### config.mk
export PLATFORM = sky130hd
export DESIGN_NAME = canny_grad
export DESIGN_NICKNAME = d
export VERILOG_FILES = /design/src/ced_img_pkg.sv /design/src/ced_grad_pkg.sv /design/src/sobel_fetch.sv /design/src/sobel_conv.sv /design/src/grad_divider.sv /design/src/edge_direction.sv /design/src/result_writer.sv /design/src/canny_grad.sv
export SDC_FILE = /design/constraint.sdc
export NUM_CORES = 1
export LEC_CHECK = 0
export ABC_CLOCK_PERIOD_IN_PS = 7970
export CORE_MARGIN = 5
export CORE_UTILIZATION = 65
export CTS_CLUSTER_SIZE = 40
export DETAILED_ROUTE_END_ITERATION = 8
export DONT_BUFFER_PORTS = 1
export GPL_TIMING_DRIVEN = 0
export PLACE_DENSITY = 0.9
export SLEW_MARGIN = 20
export SYNTH_ARGS = -nofsm -noshare
export SYNTH_HDL_FRONTEND = slang
export SYNTH_SLANG_ARGS = --single-unit
### constraint.sdc
create_clock -name clk -period 7.97 [get_ports clk]
set_clock_uncertainty 0.15 [all_clocks]
set_input_delay 0.3985 -clock clk [delete_from_list [all_inputs] [get_ports clk]]
set_output_delay 0.3985 -clock clk [all_outputs]
set_load 0.005 [all_outputs]
### src/ced_img_pkg.sv
`default_nettype none

package ced_img_pkg;

  // frame geometry
  localparam int IMG_W  = 6;
  localparam int IMG_H  = 6;
  localparam int ADDR_W = 14;

  // interior pixels only, one pixel border skipped
  localparam int OUT_W      = IMG_W - 2;
  localparam int OUT_H      = IMG_H - 2;
  localparam int OUT_PIXELS = OUT_W * OUT_H;

  typedef logic [7:0]        pixel_t;
  typedef logic [ADDR_W-1:0] addr_t;

  typedef enum logic [1:0] {
    FETCH_IDLE,
    FETCH_READ,
    FETCH_WAIT,
    FETCH_DONE
  } fetch_state_t;

endpackage

`default_nettype wire

### src/ced_grad_pkg.sv
`default_nettype none

package ced_grad_pkg;

  localparam int GRAD_W    = 13;
  localparam int QUOT_W    = 29; // Q16 quotient
  localparam int FRAC_BITS = 16;
  localparam int TAPS      = 9;

  typedef logic signed [GRAD_W-1:0] grad_t;
  typedef logic        [GRAD_W-1:0] mag_t;
  typedef logic signed [QUOT_W-1:0] quot_t;

  // row-major across the 3x3 window
  localparam int GX_WEIGHT [TAPS] = '{-1, 0, 1, -2, 0, 2, -1, 0, 1};
  localparam int GY_WEIGHT [TAPS] = '{-1, -2, -1, 0, 0, 0, 1, 2, 1};

  // tan 22.5 and tan 67.5 in Q16
  localparam int TAN_LO = 27145;
  localparam int TAN_HI = 158217;

  typedef enum logic [12:0] {
    ANG_0   = 13'd0,
    ANG_45  = 13'd45,
    ANG_90  = 13'd90,
    ANG_135 = 13'd135
  } angle_t;

endpackage

`default_nettype wire

### src/sobel_fetch.sv
`timescale 1ns/10ps
`default_nettype none

module sobel_fetch (
  input  wire                       clk,
  input  wire                       rst,
  input  wire                       enable,
  input  wire                       win_ready,
  output logic                      ird,
  output ced_img_pkg::addr_t        iaddr,
  output logic                      tap_valid,
  output logic [3:0]                tap_idx
);

  ced_img_pkg::fetch_state_t state;
  ced_img_pkg::addr_t        center; // address of window centre
  ced_img_pkg::addr_t        row;
  ced_img_pkg::addr_t        col;
  ced_img_pkg::addr_t        row_base;
  ced_img_pkg::addr_t        tap_addr;
  logic [3:0]                cnt;

  // row part, then column part of the tap offset
  always_comb begin
    case (cnt)
      4'd0, 4'd1, 4'd2: row_base = center - ced_img_pkg::addr_t'(ced_img_pkg::IMG_W);
      4'd3, 4'd4, 4'd5: row_base = center;
      default:          row_base = center + ced_img_pkg::addr_t'(ced_img_pkg::IMG_W);
    endcase
    case (cnt)
      4'd0, 4'd3, 4'd6: tap_addr = row_base - ced_img_pkg::addr_t'(1);
      4'd1, 4'd4, 4'd7: tap_addr = row_base;
      default:          tap_addr = row_base + ced_img_pkg::addr_t'(1);
    endcase
  end

  always_ff @(posedge clk or posedge rst) begin
    if (rst) begin
      state     <= ced_img_pkg::FETCH_IDLE;
      center    <= ced_img_pkg::addr_t'(ced_img_pkg::IMG_W + 1);
      row       <= '0;
      col       <= '0;
      cnt       <= '0;
      ird       <= 1'b0;
      tap_valid <= 1'b0;
    end else begin
      ird       <= 1'b0;
      tap_valid <= 1'b0;
      case (state)
        ced_img_pkg::FETCH_IDLE: begin
          if (enable) state <= ced_img_pkg::FETCH_WAIT;
        end
        ced_img_pkg::FETCH_WAIT: begin
          if (win_ready) state <= ced_img_pkg::FETCH_READ;
        end
        ced_img_pkg::FETCH_READ: begin
          ird       <= 1'b1;
          tap_valid <= 1'b1;
          if (cnt == 4'(ced_grad_pkg::TAPS - 1)) begin
            cnt   <= '0;
            state <= ced_img_pkg::FETCH_WAIT;
            if (col == ced_img_pkg::addr_t'(ced_img_pkg::OUT_W - 1)) begin
              col    <= '0;
              center <= center + ced_img_pkg::addr_t'(3); // hop over both borders
              if (row == ced_img_pkg::addr_t'(ced_img_pkg::OUT_H - 1)) begin
                state <= ced_img_pkg::FETCH_DONE;
              end else begin
                row <= row + ced_img_pkg::addr_t'(1);
              end
            end else begin
              col    <= col + ced_img_pkg::addr_t'(1);
              center <= center + ced_img_pkg::addr_t'(1);
            end
          end else begin
            cnt <= cnt + 4'd1;
          end
        end
        default: state <= ced_img_pkg::FETCH_DONE; // frame finished, wait for reset
      endcase
    end
  end

  // tap index follows the read it belongs to
  always_ff @(posedge clk) begin
    if (state == ced_img_pkg::FETCH_READ) begin
      iaddr   <= tap_addr;
      tap_idx <= cnt;
    end
  end

  a_iaddr_in_frame: assert property (@(posedge clk) disable iff (rst)
    ird |-> iaddr < ced_img_pkg::addr_t'(ced_img_pkg::IMG_W * ced_img_pkg::IMG_H))
    else $error("image read outside the frame at %0d", iaddr);

endmodule

`default_nettype wire

### src/sobel_conv.sv
`timescale 1ns/10ps
`default_nettype none

module sobel_conv (
  input  wire                       clk,
  input  wire                       rst,
  input  wire ced_img_pkg::pixel_t  idata,
  input  wire                       tap_valid,
  input  wire [3:0]                 tap_idx,
  input  wire                       grad_ready,
  output logic                      win_ready,
  output logic                      grad_valid,
  output ced_grad_pkg::grad_t       gx,
  output ced_grad_pkg::grad_t       gy
);

  ced_grad_pkg::grad_t pix;
  ced_grad_pkg::grad_t s1_tx;
  ced_grad_pkg::grad_t s1_ty;
  logic [3:0]          s1_idx;
  logic                s1_valid;

  assign pix = ced_grad_pkg::grad_t'(idata);

  // nothing pending and no window still in the pipe
  assign win_ready = ~(grad_valid | s1_valid | tap_valid);

  // weighted products, one tap per cycle
  always_ff @(posedge clk) begin
    s1_idx <= tap_idx;
    s1_tx  <= pix * ced_grad_pkg::grad_t'(ced_grad_pkg::GX_WEIGHT[tap_idx]);
    s1_ty  <= pix * ced_grad_pkg::grad_t'(ced_grad_pkg::GY_WEIGHT[tap_idx]);
  end

  always_ff @(posedge clk) begin
    if (s1_valid) begin
      if (s1_idx == 4'd0) begin
        gx <= s1_tx; // new window
        gy <= s1_ty;
      end else begin
        gx <= gx + s1_tx;
        gy <= gy + s1_ty;
      end
    end
  end

  always_ff @(posedge clk or posedge rst) begin
    if (rst) begin
      s1_valid   <= 1'b0;
      grad_valid <= 1'b0;
    end else begin
      s1_valid <= tap_valid;
      if (s1_valid && s1_idx == 4'(ced_grad_pkg::TAPS - 1)) begin
        grad_valid <= 1'b1;
      end else if (grad_ready) begin
        grad_valid <= 1'b0;
      end
    end
  end

  a_no_tap_while_pending: assert property (@(posedge clk) disable iff (rst)
    tap_valid |-> !grad_valid)
    else $error("pixel arrived while a gradient was still pending");

endmodule

`default_nettype wire

### src/grad_divider.sv
`timescale 1ns/10ps
`default_nettype none

module grad_divider (
  input  wire                       clk,
  input  wire                       rst,
  input  wire                       div_start,
  input  wire ced_grad_pkg::quot_t  dividend,
  input  wire ced_grad_pkg::grad_t  divisor,
  output logic                      div_done,
  output ced_grad_pkg::quot_t       quot
);

  logic [ced_grad_pkg::QUOT_W-1:0] shreg; // dividend bits out, quotient bits in
  logic [ced_grad_pkg::GRAD_W-1:0] rem;
  logic [ced_grad_pkg::GRAD_W-1:0] dvs;
  logic [ced_grad_pkg::GRAD_W:0]   trial;
  logic [ced_grad_pkg::GRAD_W:0]   diff;
  logic [4:0]                      iter;
  logic                            neg;
  logic                            busy;

  assign trial = {rem, shreg[ced_grad_pkg::QUOT_W-1]};
  assign diff  = trial - {1'b0, dvs};
  assign quot  = neg ? -shreg : shreg;

  always_ff @(posedge clk or posedge rst) begin
    if (rst) begin
      busy     <= 1'b0;
      iter     <= '0;
      div_done <= 1'b0;
    end else begin
      div_done <= 1'b0;
      if (div_start) begin
        busy <= 1'b1;
        iter <= '0;
      end else if (busy) begin
        iter <= iter + 5'd1;
        if (iter == 5'(ced_grad_pkg::QUOT_W - 1)) begin
          busy     <= 1'b0;
          div_done <= 1'b1;
        end
      end
    end
  end

  always_ff @(posedge clk) begin
    if (div_start) begin
      shreg <= dividend[ced_grad_pkg::QUOT_W-1] ? -dividend : dividend;
      dvs   <= divisor[ced_grad_pkg::GRAD_W-1] ? -divisor : divisor;
      rem   <= '0;
      neg   <= dividend[ced_grad_pkg::QUOT_W-1] ^ divisor[ced_grad_pkg::GRAD_W-1];
    end else if (busy) begin
      if (trial >= {1'b0, dvs}) begin
        rem   <= diff[ced_grad_pkg::GRAD_W-1:0];
        shreg <= {shreg[ced_grad_pkg::QUOT_W-2:0], 1'b1};
      end else begin
        rem   <= trial[ced_grad_pkg::GRAD_W-1:0]; // restore
        shreg <= {shreg[ced_grad_pkg::QUOT_W-2:0], 1'b0};
      end
    end
  end

  a_nonzero_divisor: assert property (@(posedge clk) disable iff (rst)
    div_start |-> divisor != '0)
    else $error("divider started with gx of zero");

endmodule

`default_nettype wire

### src/edge_direction.sv
`timescale 1ns/10ps
`default_nettype none

module edge_direction (
  input  wire                       clk,
  input  wire                       rst,
  input  wire                       grad_valid,
  input  wire ced_grad_pkg::grad_t  gx,
  input  wire ced_grad_pkg::grad_t  gy,
  output logic                      grad_ready,
  output logic                      res_valid,
  output ced_grad_pkg::mag_t        mag,
  output ced_grad_pkg::angle_t      ang
);

  ced_grad_pkg::grad_t  gx_r;
  ced_grad_pkg::grad_t  gy_r;
  ced_grad_pkg::mag_t   abs_gx;
  ced_grad_pkg::mag_t   abs_gy;
  ced_grad_pkg::quot_t  dividend;
  ced_grad_pkg::quot_t  quot;
  ced_grad_pkg::angle_t q_ang;
  logic                 take;
  logic                 busy;
  logic                 div_start;
  logic                 div_done;

  assign grad_ready = ~busy;
  assign take       = grad_valid & grad_ready;
  assign abs_gx     = gx[ced_grad_pkg::GRAD_W-1] ? -gx : gx;
  assign abs_gy     = gy[ced_grad_pkg::GRAD_W-1] ? -gy : gy;
  assign dividend   = ced_grad_pkg::quot_t'(gy_r) <<< ced_grad_pkg::FRAC_BITS;

  grad_divider i_grad_divider (
    .clk       (clk),
    .rst       (rst),
    .div_start (div_start),
    .dividend  (dividend),
    .divisor   (gx_r),
    .div_done  (div_done),
    .quot      (quot)
  );

  // gy/gx in Q16 against tan 22.5 and tan 67.5
  always_comb begin
    if (quot < ced_grad_pkg::TAN_LO && quot > -ced_grad_pkg::TAN_LO) begin
      q_ang = ced_grad_pkg::ANG_0;
    end else if (quot >= ced_grad_pkg::TAN_LO && quot < ced_grad_pkg::TAN_HI) begin
      q_ang = ced_grad_pkg::ANG_45;
    end else if (quot >= ced_grad_pkg::TAN_HI || quot <= -ced_grad_pkg::TAN_HI) begin
      q_ang = ced_grad_pkg::ANG_90;
    end else begin
      q_ang = ced_grad_pkg::ANG_135;
    end
  end

  always_ff @(posedge clk or posedge rst) begin
    if (rst) begin
      busy      <= 1'b0;
      div_start <= 1'b0;
      res_valid <= 1'b0;
    end else begin
      div_start <= take && gx != '0;
      res_valid <= (take && gx == '0) || div_done;
      if (take && gx != '0) begin
        busy <= 1'b1;
      end else if (div_done) begin
        busy <= 1'b0;
      end
    end
  end

  always_ff @(posedge clk) begin
    if (take) begin
      gx_r <= gx;
      gy_r <= gy;
      mag  <= abs_gx + abs_gy;
      // only kept when gx is zero, else replaced by the divider result
      ang  <= (gy == '0) ? ced_grad_pkg::ANG_0 : ced_grad_pkg::ANG_90;
    end else if (div_done) begin
      ang <= q_ang;
    end
  end

endmodule

`default_nettype wire

### src/result_writer.sv
`timescale 1ns/10ps
`default_nettype none

module result_writer (
  input  wire                        clk,
  input  wire                        rst,
  input  wire                        res_valid,
  input  wire ced_grad_pkg::mag_t    mag,
  input  wire ced_grad_pkg::angle_t  ang,
  output logic                       cwr_mag,
  output ced_img_pkg::addr_t         caddr_mag,
  output ced_grad_pkg::mag_t         cdata_mag,
  output logic                       cwr_ang,
  output ced_img_pkg::addr_t         caddr_ang,
  output ced_grad_pkg::angle_t       cdata_ang,
  output logic                       done
);

  ced_img_pkg::addr_t wr_cnt; // next result address
  ced_img_pkg::addr_t wr_addr;
  logic               wr;

  // both memories written in lockstep
  assign cwr_mag   = wr;
  assign cwr_ang   = wr;
  assign caddr_mag = wr_addr;
  assign caddr_ang = wr_addr;

  always_ff @(posedge clk or posedge rst) begin
    if (rst) begin
      wr     <= 1'b0;
      wr_cnt <= '0;
      done   <= 1'b0;
    end else begin
      wr <= res_valid;
      if (res_valid) begin
        wr_cnt <= wr_cnt + ced_img_pkg::addr_t'(1);
        if (wr_cnt == ced_img_pkg::addr_t'(ced_img_pkg::OUT_PIXELS - 1)) done <= 1'b1;
      end
    end
  end

  always_ff @(posedge clk) begin
    if (res_valid) begin
      wr_addr   <= wr_cnt;
      cdata_mag <= mag;
      cdata_ang <= ang;
    end
  end

  a_no_result_after_done: assert property (@(posedge clk) disable iff (rst)
    done |-> !res_valid)
    else $error("result arrived after the frame completed");

endmodule

`default_nettype wire

### src/canny_grad.sv
`timescale 1ns/10ps
`default_nettype none

module canny_grad (
  input  wire                        clk,
  input  wire                        rst,
  input  wire                        enable,
  input  wire ced_img_pkg::pixel_t   idata,
  output logic                       ird,
  output ced_img_pkg::addr_t         iaddr,
  output logic                       cwr_mag,
  output ced_img_pkg::addr_t         caddr_mag,
  output ced_grad_pkg::mag_t         cdata_mag,
  output logic                       cwr_ang,
  output ced_img_pkg::addr_t         caddr_ang,
  output ced_grad_pkg::angle_t       cdata_ang,
  output logic                       done
);

  logic                 win_ready;
  logic                 tap_valid;
  logic [3:0]           tap_idx;
  logic                 grad_valid;
  logic                 grad_ready;
  ced_grad_pkg::grad_t  gx;
  ced_grad_pkg::grad_t  gy;
  logic                 res_valid;
  ced_grad_pkg::mag_t   mag;
  ced_grad_pkg::angle_t ang;

  sobel_fetch i_sobel_fetch (
    .clk       (clk),
    .rst       (rst),
    .enable    (enable),
    .win_ready (win_ready),
    .ird       (ird),
    .iaddr     (iaddr),
    .tap_valid (tap_valid),
    .tap_idx   (tap_idx)
  );

  sobel_conv i_sobel_conv (
    .clk        (clk),
    .rst        (rst),
    .idata      (idata),
    .tap_valid  (tap_valid),
    .tap_idx    (tap_idx),
    .grad_ready (grad_ready),
    .win_ready  (win_ready),
    .grad_valid (grad_valid),
    .gx         (gx),
    .gy         (gy)
  );

  edge_direction i_edge_direction (
    .clk        (clk),
    .rst        (rst),
    .grad_valid (grad_valid),
    .gx         (gx),
    .gy         (gy),
    .grad_ready (grad_ready),
    .res_valid  (res_valid),
    .mag        (mag),
    .ang        (ang)
  );

  result_writer i_result_writer (
    .clk       (clk),
    .rst       (rst),
    .res_valid (res_valid),
    .mag       (mag),
    .ang       (ang),
    .cwr_mag   (cwr_mag),
    .caddr_mag (caddr_mag),
    .cdata_mag (cdata_mag),
    .cwr_ang   (cwr_ang),
    .caddr_ang (caddr_ang),
    .cdata_ang (cdata_ang),
    .done      (done)
  );

endmodule

`default_nettype wire

Word-level counts from Yosys, hierarchy flattened
Memories as Yosys holds them, arrays and structs flattened.
Cells that the tools add are included.
{ "op_classes": {"addsub": 20, "order_cmp": 8, "multipliers": 2, "n_mux": 45, "n_eq_ne": 19, "bitwise_logic": 7, "reduce_logical": 24} }
{ "ops": {"columns": ["op", "n"], "rows": [
  ["two-way mux 13 bit", 13],
  ["two-way mux 29 bit", 4],
  ["adder 14 x 1 -> 14 bit, second input constant", 5],
  ["negator 29 bit", 2],
  ["case mux 14 bit (2 select lines)", 2],
  ["adder 13 bit", 3],
  ["negator 13 bit", 3],
  ["greater-or-equal comparator 29 x 16 -> 1 bit, second input constant", 1],
  ["greater-or-equal comparator 29 x 19 -> 1 bit, second input constant", 1],
  ["greater-than comparator 29 x 16 -> 1 bit, second input constant", 1],
  ["less-or-equal comparator 29 x 19 -> 1 bit, second input constant", 1],
  ["less-than comparator 29 x 16 -> 1 bit, second input constant", 1],
  ["less-than comparator 29 x 19 -> 1 bit, second input constant", 1],
  ["equality test 14 x 2 -> 1 bit, second input constant", 2],
  ["two-way mux 14 bit", 2],
  ["zero test 13 bit", 2],
  ["multiplier 9 x 13 -> 13 bit", 2],
  ["equality test 4 x 3 -> 1 bit, second input constant", 4],
  ["adder 14 x 2 -> 14 bit, second input constant", 1],
  ["adder 14 x 3 -> 14 bit, second input constant", 1],
  ["equality test 14 x 4 -> 1 bit, second input constant", 1],
  ["greater-or-equal comparator 14 x 13 -> 1 bit", 1],
  ["subtractor 14 x 1 -> 14 bit, second input constant", 1],
  ["subtractor 14 x 3 -> 14 bit, second input constant", 1],
  ["35 further kinds", 69]
]} }
{ "word_totals": {"input_bits": 11, "regBits": 299, "wordCells": 163, "memories": 2, "rom_bits": 1024, "out_inout_bits": 72} }
{ "memory_table": {"columns": ["memory", "words", "word_bits", "read_ports", "rd_ports_with_merged_regs", "wr", "line_no", "source"], "rows": [
  ["(no name shown)", 16, 32, 1, 0, 0, "sobel_conv.sv:31", "s1_tx <= pix * ced_grad_pkg::grad_t'(ced_grad_pkg::GX_WEIGHT[tap_idx]);"],
  ["(no name shown)", 16, 32, 1, 0, 0, "sobel_conv.sv:32", "s1_ty <= pix * ced_grad_pkg::grad_t'(ced_grad_pkg::GY_WEIGHT[tap_idx]);"]
]} }

Longest topological paths before layout
{ "logic_depth": {"depth_word": 9, "depth_mapped": 24, "ltp_nobuf": 24} }

Modules after synthesis
A second synthesis with hierarchy kept.
{ "hier_totals": {"cells_unflattened": 1923, "area_unflattened_um2": 19473.7} }
{ "modules_own_cells": {"columns": ["module", "cells_each", "seq_area_each_um2", "instances", "area_each_um2"], "rows": [
  ["sobel_conv", 611, 1411.4, 1, 5681.7],
  ["grad_divider", 518, 1726.7, 1, 4678.2],
  ["sobel_fetch", 427, 1770.4, 1, 4239.1],
  ["edge_direction", 254, 1426.4, 1, 2835.2],
  ["result_writer", 113, 1601.5, 1, 2039.5]
]} }

Least setup slack after synthesis
No wires, ideal clock.
{ "synth_path": {"kind": "reg2reg", "from": "register i_sobel_fetch.cnt[0]", "to": "register i_sobel_fetch.iaddr[13], data pin", "stages_incl_launch_ff": 23, "n_path_buf": 0, "period_less_slack_ps": 5052, "setup_ps": 258, "required_ps": 7562, "setup_slack_ps": 2918, "arrival_time_ps": 4644, "path_cell_list": "dfrtp_1 -> inv_1 -> ha_1 -> nor3_1 -> nor3_1 -> inv_1 -> ha_1 -> a21o_1 -> a21oi_1 -> o21bai_1 -> a31o_2 -> a41oi_1 -> nor2b_1 -> xor2_1 -> o21ai_0 -> ha_1 -> or3_1 -> o21ai_0 -> a21oi_1 -> a31oi_1 -> xnor2_1 -> nor2_1 -> xnor2_1"} }
{ "synth_between": {"elab_chain_cells": 5, "elab_cells_between_ends": 16, "cone_classes": "2 x add/sub; 7 x eq/ne; 2 x mux; 5 x reduce/logical"} }
{ "synth_lines": {"columns": ["element", "line_no", "source"], "rows": [
  ["start: declaration", "sobel_fetch.sv:21", "logic [3:0] cnt;"],
  ["start signal: assignment", "sobel_fetch.sv:75", "cnt <= cnt + 4'd1;"],
  ["equality test 4 x 3 -> 1 bit, or another cell as far along", "sobel_fetch.sv:25", "case (cnt)"],
  ["OR reduction 3 bit", "sobel_fetch.sv:25", null],
  ["case mux 14 bit (2 select lines)", "sobel_fetch.sv:25", null],
  ["adder 14 x 1 -> 14 bit / subtractor 14 x 1 -> 14 bit (equally long branches)", "sobel_fetch.sv:33, sobel_fetch.sv:31", null],
  ["case mux 14 bit (2 select lines) (*)", "sobel_fetch.sv:30", "case (cnt)"],
  ["named net i_sobel_fetch.tap_addr[13]", "sobel_fetch.sv:20", "ced_img_pkg::addr_t tap_addr;"],
  ["end signal: assignment", "sobel_fetch.sv:86", "iaddr <= tap_addr;"],
  ["end: declaration", "sobel_fetch.sv:10", "output ced_img_pkg::addr_t iaddr,"]
]} }
Mark *: on every way through the listed nets, which the timed path passes. The rest lies on a longest branch.
A chain may end at the register's enable or synchronous reset.

Worst setup path in the final report
Same ends and word-level chain as after synthesis.

==> impl_results.md <==
- Post-DP HPWL: 29310 um
- Initial Util: 0.6535
- Nets: 2090
- Worst path most repeated cell: ha_1
- Commonest non-fill, non-tap cells in the layout: inv_1, edfxtp_1, ha_1
- Utilization after layout: 0.7076
- Resize count post-CTS: 0
- Placer Congestion: 0.9146
- CP max FO: 11
- Synth async-reset ratio: 0.2711
- Setup TNS: 0 ns
- Die Ht: 179.4 um
- Post-Syn Area: 0.01866 sq mm
- Final setup vio count: 0
- DRC Markers: 0
- Final wirelength: 39900 um
- Status: completed
- Yosys warning total: 0
- 1st-pass router iterations: 7
- Worst hold path class: in2reg
- Ports: 83
- Max frequency: 181.5 MHz
- All-layer global routing usage: 0.2445
- Area grow syn2layout: 8.276%
- Setup crit end kind: flop
- Placed cell area: 0.01921 sq mm
- Clock sinks: 284
- CTS tree: done
- Clock latency at the later pin of the worst-skew pair: 0.56 ns
- Minimum clock period: 5.511 ns
- Vias/cell: 6.029
- Die span in x: 179.4 um
- Max Slew Vio Count: 0
- Antenna diodes: 0
- Final Hold Fails: 0
- Critical Path Source Type: flop
- Design Area, Final: 0.02020 sq mm
- Antenna violations before repair: 0
- Number of buffers created by CTS: 29
- Core outline area: 0.02855 sq mm
- Post-synth top flop: edfxtp_1
- Vias in the first global route: 14100
- WP data arrival: 5.66 ns
- Mapped Cells: 1840
- Seq cells post-synth: 284
- FF-to-FF setup slack: 2.46 ns
- Worst-Margin Slew: 1.148 ns
- Critical path's slowest cell: nor3_2
- Remaining Overflow, GRT: 0
- Commonest non-fill, non-tap cell in the layout: inv_1
- RSZ-0062 raised after global routing: no
- Share of layout cells above drive strength 1: 0.06884
- Worst EP required: 8.12 ns
- Max cap viols: 0
- CTS Root Cell: clkbuf_16
- Final period util: 0.6914
- Worst-path cell chain: inv_1 -> ha_1 -> nor3_1 -> nor3_2 -> inv_1 -> ha_1 -> a21o_1 -> a21oi_1 -> o21bai_1 -> a31o_2 -> a41oi_1 -> nor2b_1 -> xor2_1 -> o21ai_0 -> ha_1 -> or3_1 -> o21ai_0 -> a21oi_1 -> a31oi_1 -> xnor2_1 -> nor2_1 -> xnor2_1
- Setup WS post-layout: 2.459 ns
- Sequential share of the synthesized area: 0.4141
- CTS Buffer Depth: 3
- Mean Syn Cell Area: 10.14 sq um
- H-tree Lvls: 1
- DP Worst Slack: 2.555 ns
- Via count: 13790
- Row count: 62
- Yosys cell types: 75
- Mean routed wirelength per cell: 17.45 um
- Clock-pin slew on the worst setup and hold paths: 0.06 ns
- Worst path max stage delay: 0.65 ns
- Largest net degree at the start of global routing: 44
- First-pass GRT wire length: 66990 um
- EDFF count, synth: 165
- PortBufs: 0
- Initial DRC Count: 1079
- Critical Setup Path Class: reg2reg
- Final ANT Viol Nets: 0
- Slew HR: 0.2247
- Die ar.: 0.03219 sq mm
## cell type report
cell class,count,area [sq um]
Clock buffer,37,827.0
Fill cell,1956,8347
Inverter,188,708.2
Clock inverter,17,130.1
Buffer,69,347.8
Tap cell,384,480.5
Sequential cell,284,7729
Multi-Input combinational cell,1303,9908
Timing Repair Buffer,5,70.07
## state kept, by name (all words and copies together), names as in the netlist, 14 cells and up
signal / count
i_result_writer.caddr_ang: 14
i_edge_direction.i_grad_divider.shreg: 29
i_result_writer.wr_cnt: 14
i_sobel_fetch.iaddr: 14
i_sobel_fetch.center: 14
i_sobel_fetch.row: 14
i_sobel_fetch.col: 14
## logic make-up (layout without fill, tap and decap cells)
kind of cell | count (synthesis) | in the layout | share of synthesized area
simple gates | 547 | 547 | 0.1477
fa+ha+maj | 199 | 199 | 0.1572
xor+xnor | 198 | 198 | 0.09295
flops | 284 | 284 | 0.4141
other cells | 1 | 5 | 0.0002010
mux | 37 | 37 | 0.02099
compound gates | 317 | 317 | 0.1103
buf+inv | 257 | 316 | 0.05647
## worst max-delay path: cells and delay by family (launching register included)
kind / cells / cell delay, ns
AOI/OAI and AO/OA: 9 / 1.56
xor gates and xnor gates: 3 / 0.45
adders and majority gates: 3 / 0.89
buffers and inverters: 2 / 0.42
DFF: 1 / 0.45
and+or+nand+nor: 5 / 1.35
## final timing paths
| check | startpoint | to | cells past startpoint |
|---|---|---|---|
| min reg2reg | i_edge_direction.mag[7] | i_result_writer.cdata_mag[7] | 0 |
| max | i_sobel_fetch.cnt[0] | i_sobel_fetch.iaddr[13] | 22 |
| min | idata[1] | i_sobel_conv.s1_ty[1] | 2 |
| max in group asynchronous | rst | i_sobel_fetch.center[0] | 3 |
| max reg2reg | i_sobel_fetch.cnt[0] | i_sobel_fetch.iaddr[13] | 22 |
| min in group asynchronous | rst | i_sobel_fetch.center[11] | 2 |
## cell usage after synthesis (14+ instances only)
| cell type | instances | area share |
|---|---|---|
| o21ai_0 | 71 | 0.019 |
| and2_1 | 23 | 0.0077 |
| dfxtp_1 | 42 | 0.045 |
| mux2_2 | 17 | 0.010 |
| xnor2_1 | 133 | 0.062 |
| mux2i_1 | 20 | 0.011 |
| edfxtp_1 | 165 | 0.27 |
| a21o_1 | 18 | 0.0072 |
| dfrtp_1 | 74 | 0.099 |
| nor2b_1 | 37 | 0.012 |
| xor2_1 | 65 | 0.031 |
| a21oi_1 | 78 | 0.021 |
| clkbuf_1 | 39 | 0.0078 |
| o21bai_1 | 17 | 0.0068 |
| nand4_1 | 25 | 0.0084 |
| nand2b_1 | 17 | 0.0057 |
| o31ai_1 | 19 | 0.0076 |
| fa_1 | 59 | 0.063 |
| nand3_1 | 41 | 0.011 |
| a31oi_1 | 14 | 0.0047 |
| a211oi_1 | 21 | 0.0085 |
| ha_1 | 140 | 0.094 |
| inv_1 | 187 | 0.038 |
| nand2_1 | 131 | 0.026 |
| buf_4 | 23 | 0.0093 |
| or3_1 | 21 | 0.0070 |
| nor2_1 | 137 | 0.028 |
| nor3_1 | 39 | 0.010 |
## repair_timing
item,in CTS,in global routing
hold buffers,3,0
setup buffers,0,0
hold endpoints to repair,46,0
## per-layer routing
layer | wire [um] | GRT usage
met4 | 1880 | 0.1152
met3 | 2215 | 0.03618
met2 | 20380 | 0.4386
met1 | 15430 | 0.2894
met5 | 0 | 0
## stage by stage
| step | cells | hold slack, ns |
|---|---|---|
| 5_1_grt | 2287 | 0.08995 |
| 4_1_cts | 2287 | 0.03735 |
| 3_3_place_gp | 2228 | 0.2505 |
| 2_1_floorplan | 1844 | 0.2265 |
| 6_report | 2287 | 0.05001 |
| 3_5_place_dp | 2230 | 0.2363 |
Power is not shown: default switching activity piles up to over one toggle a cycle in this logic, so the estimate is an artifact.
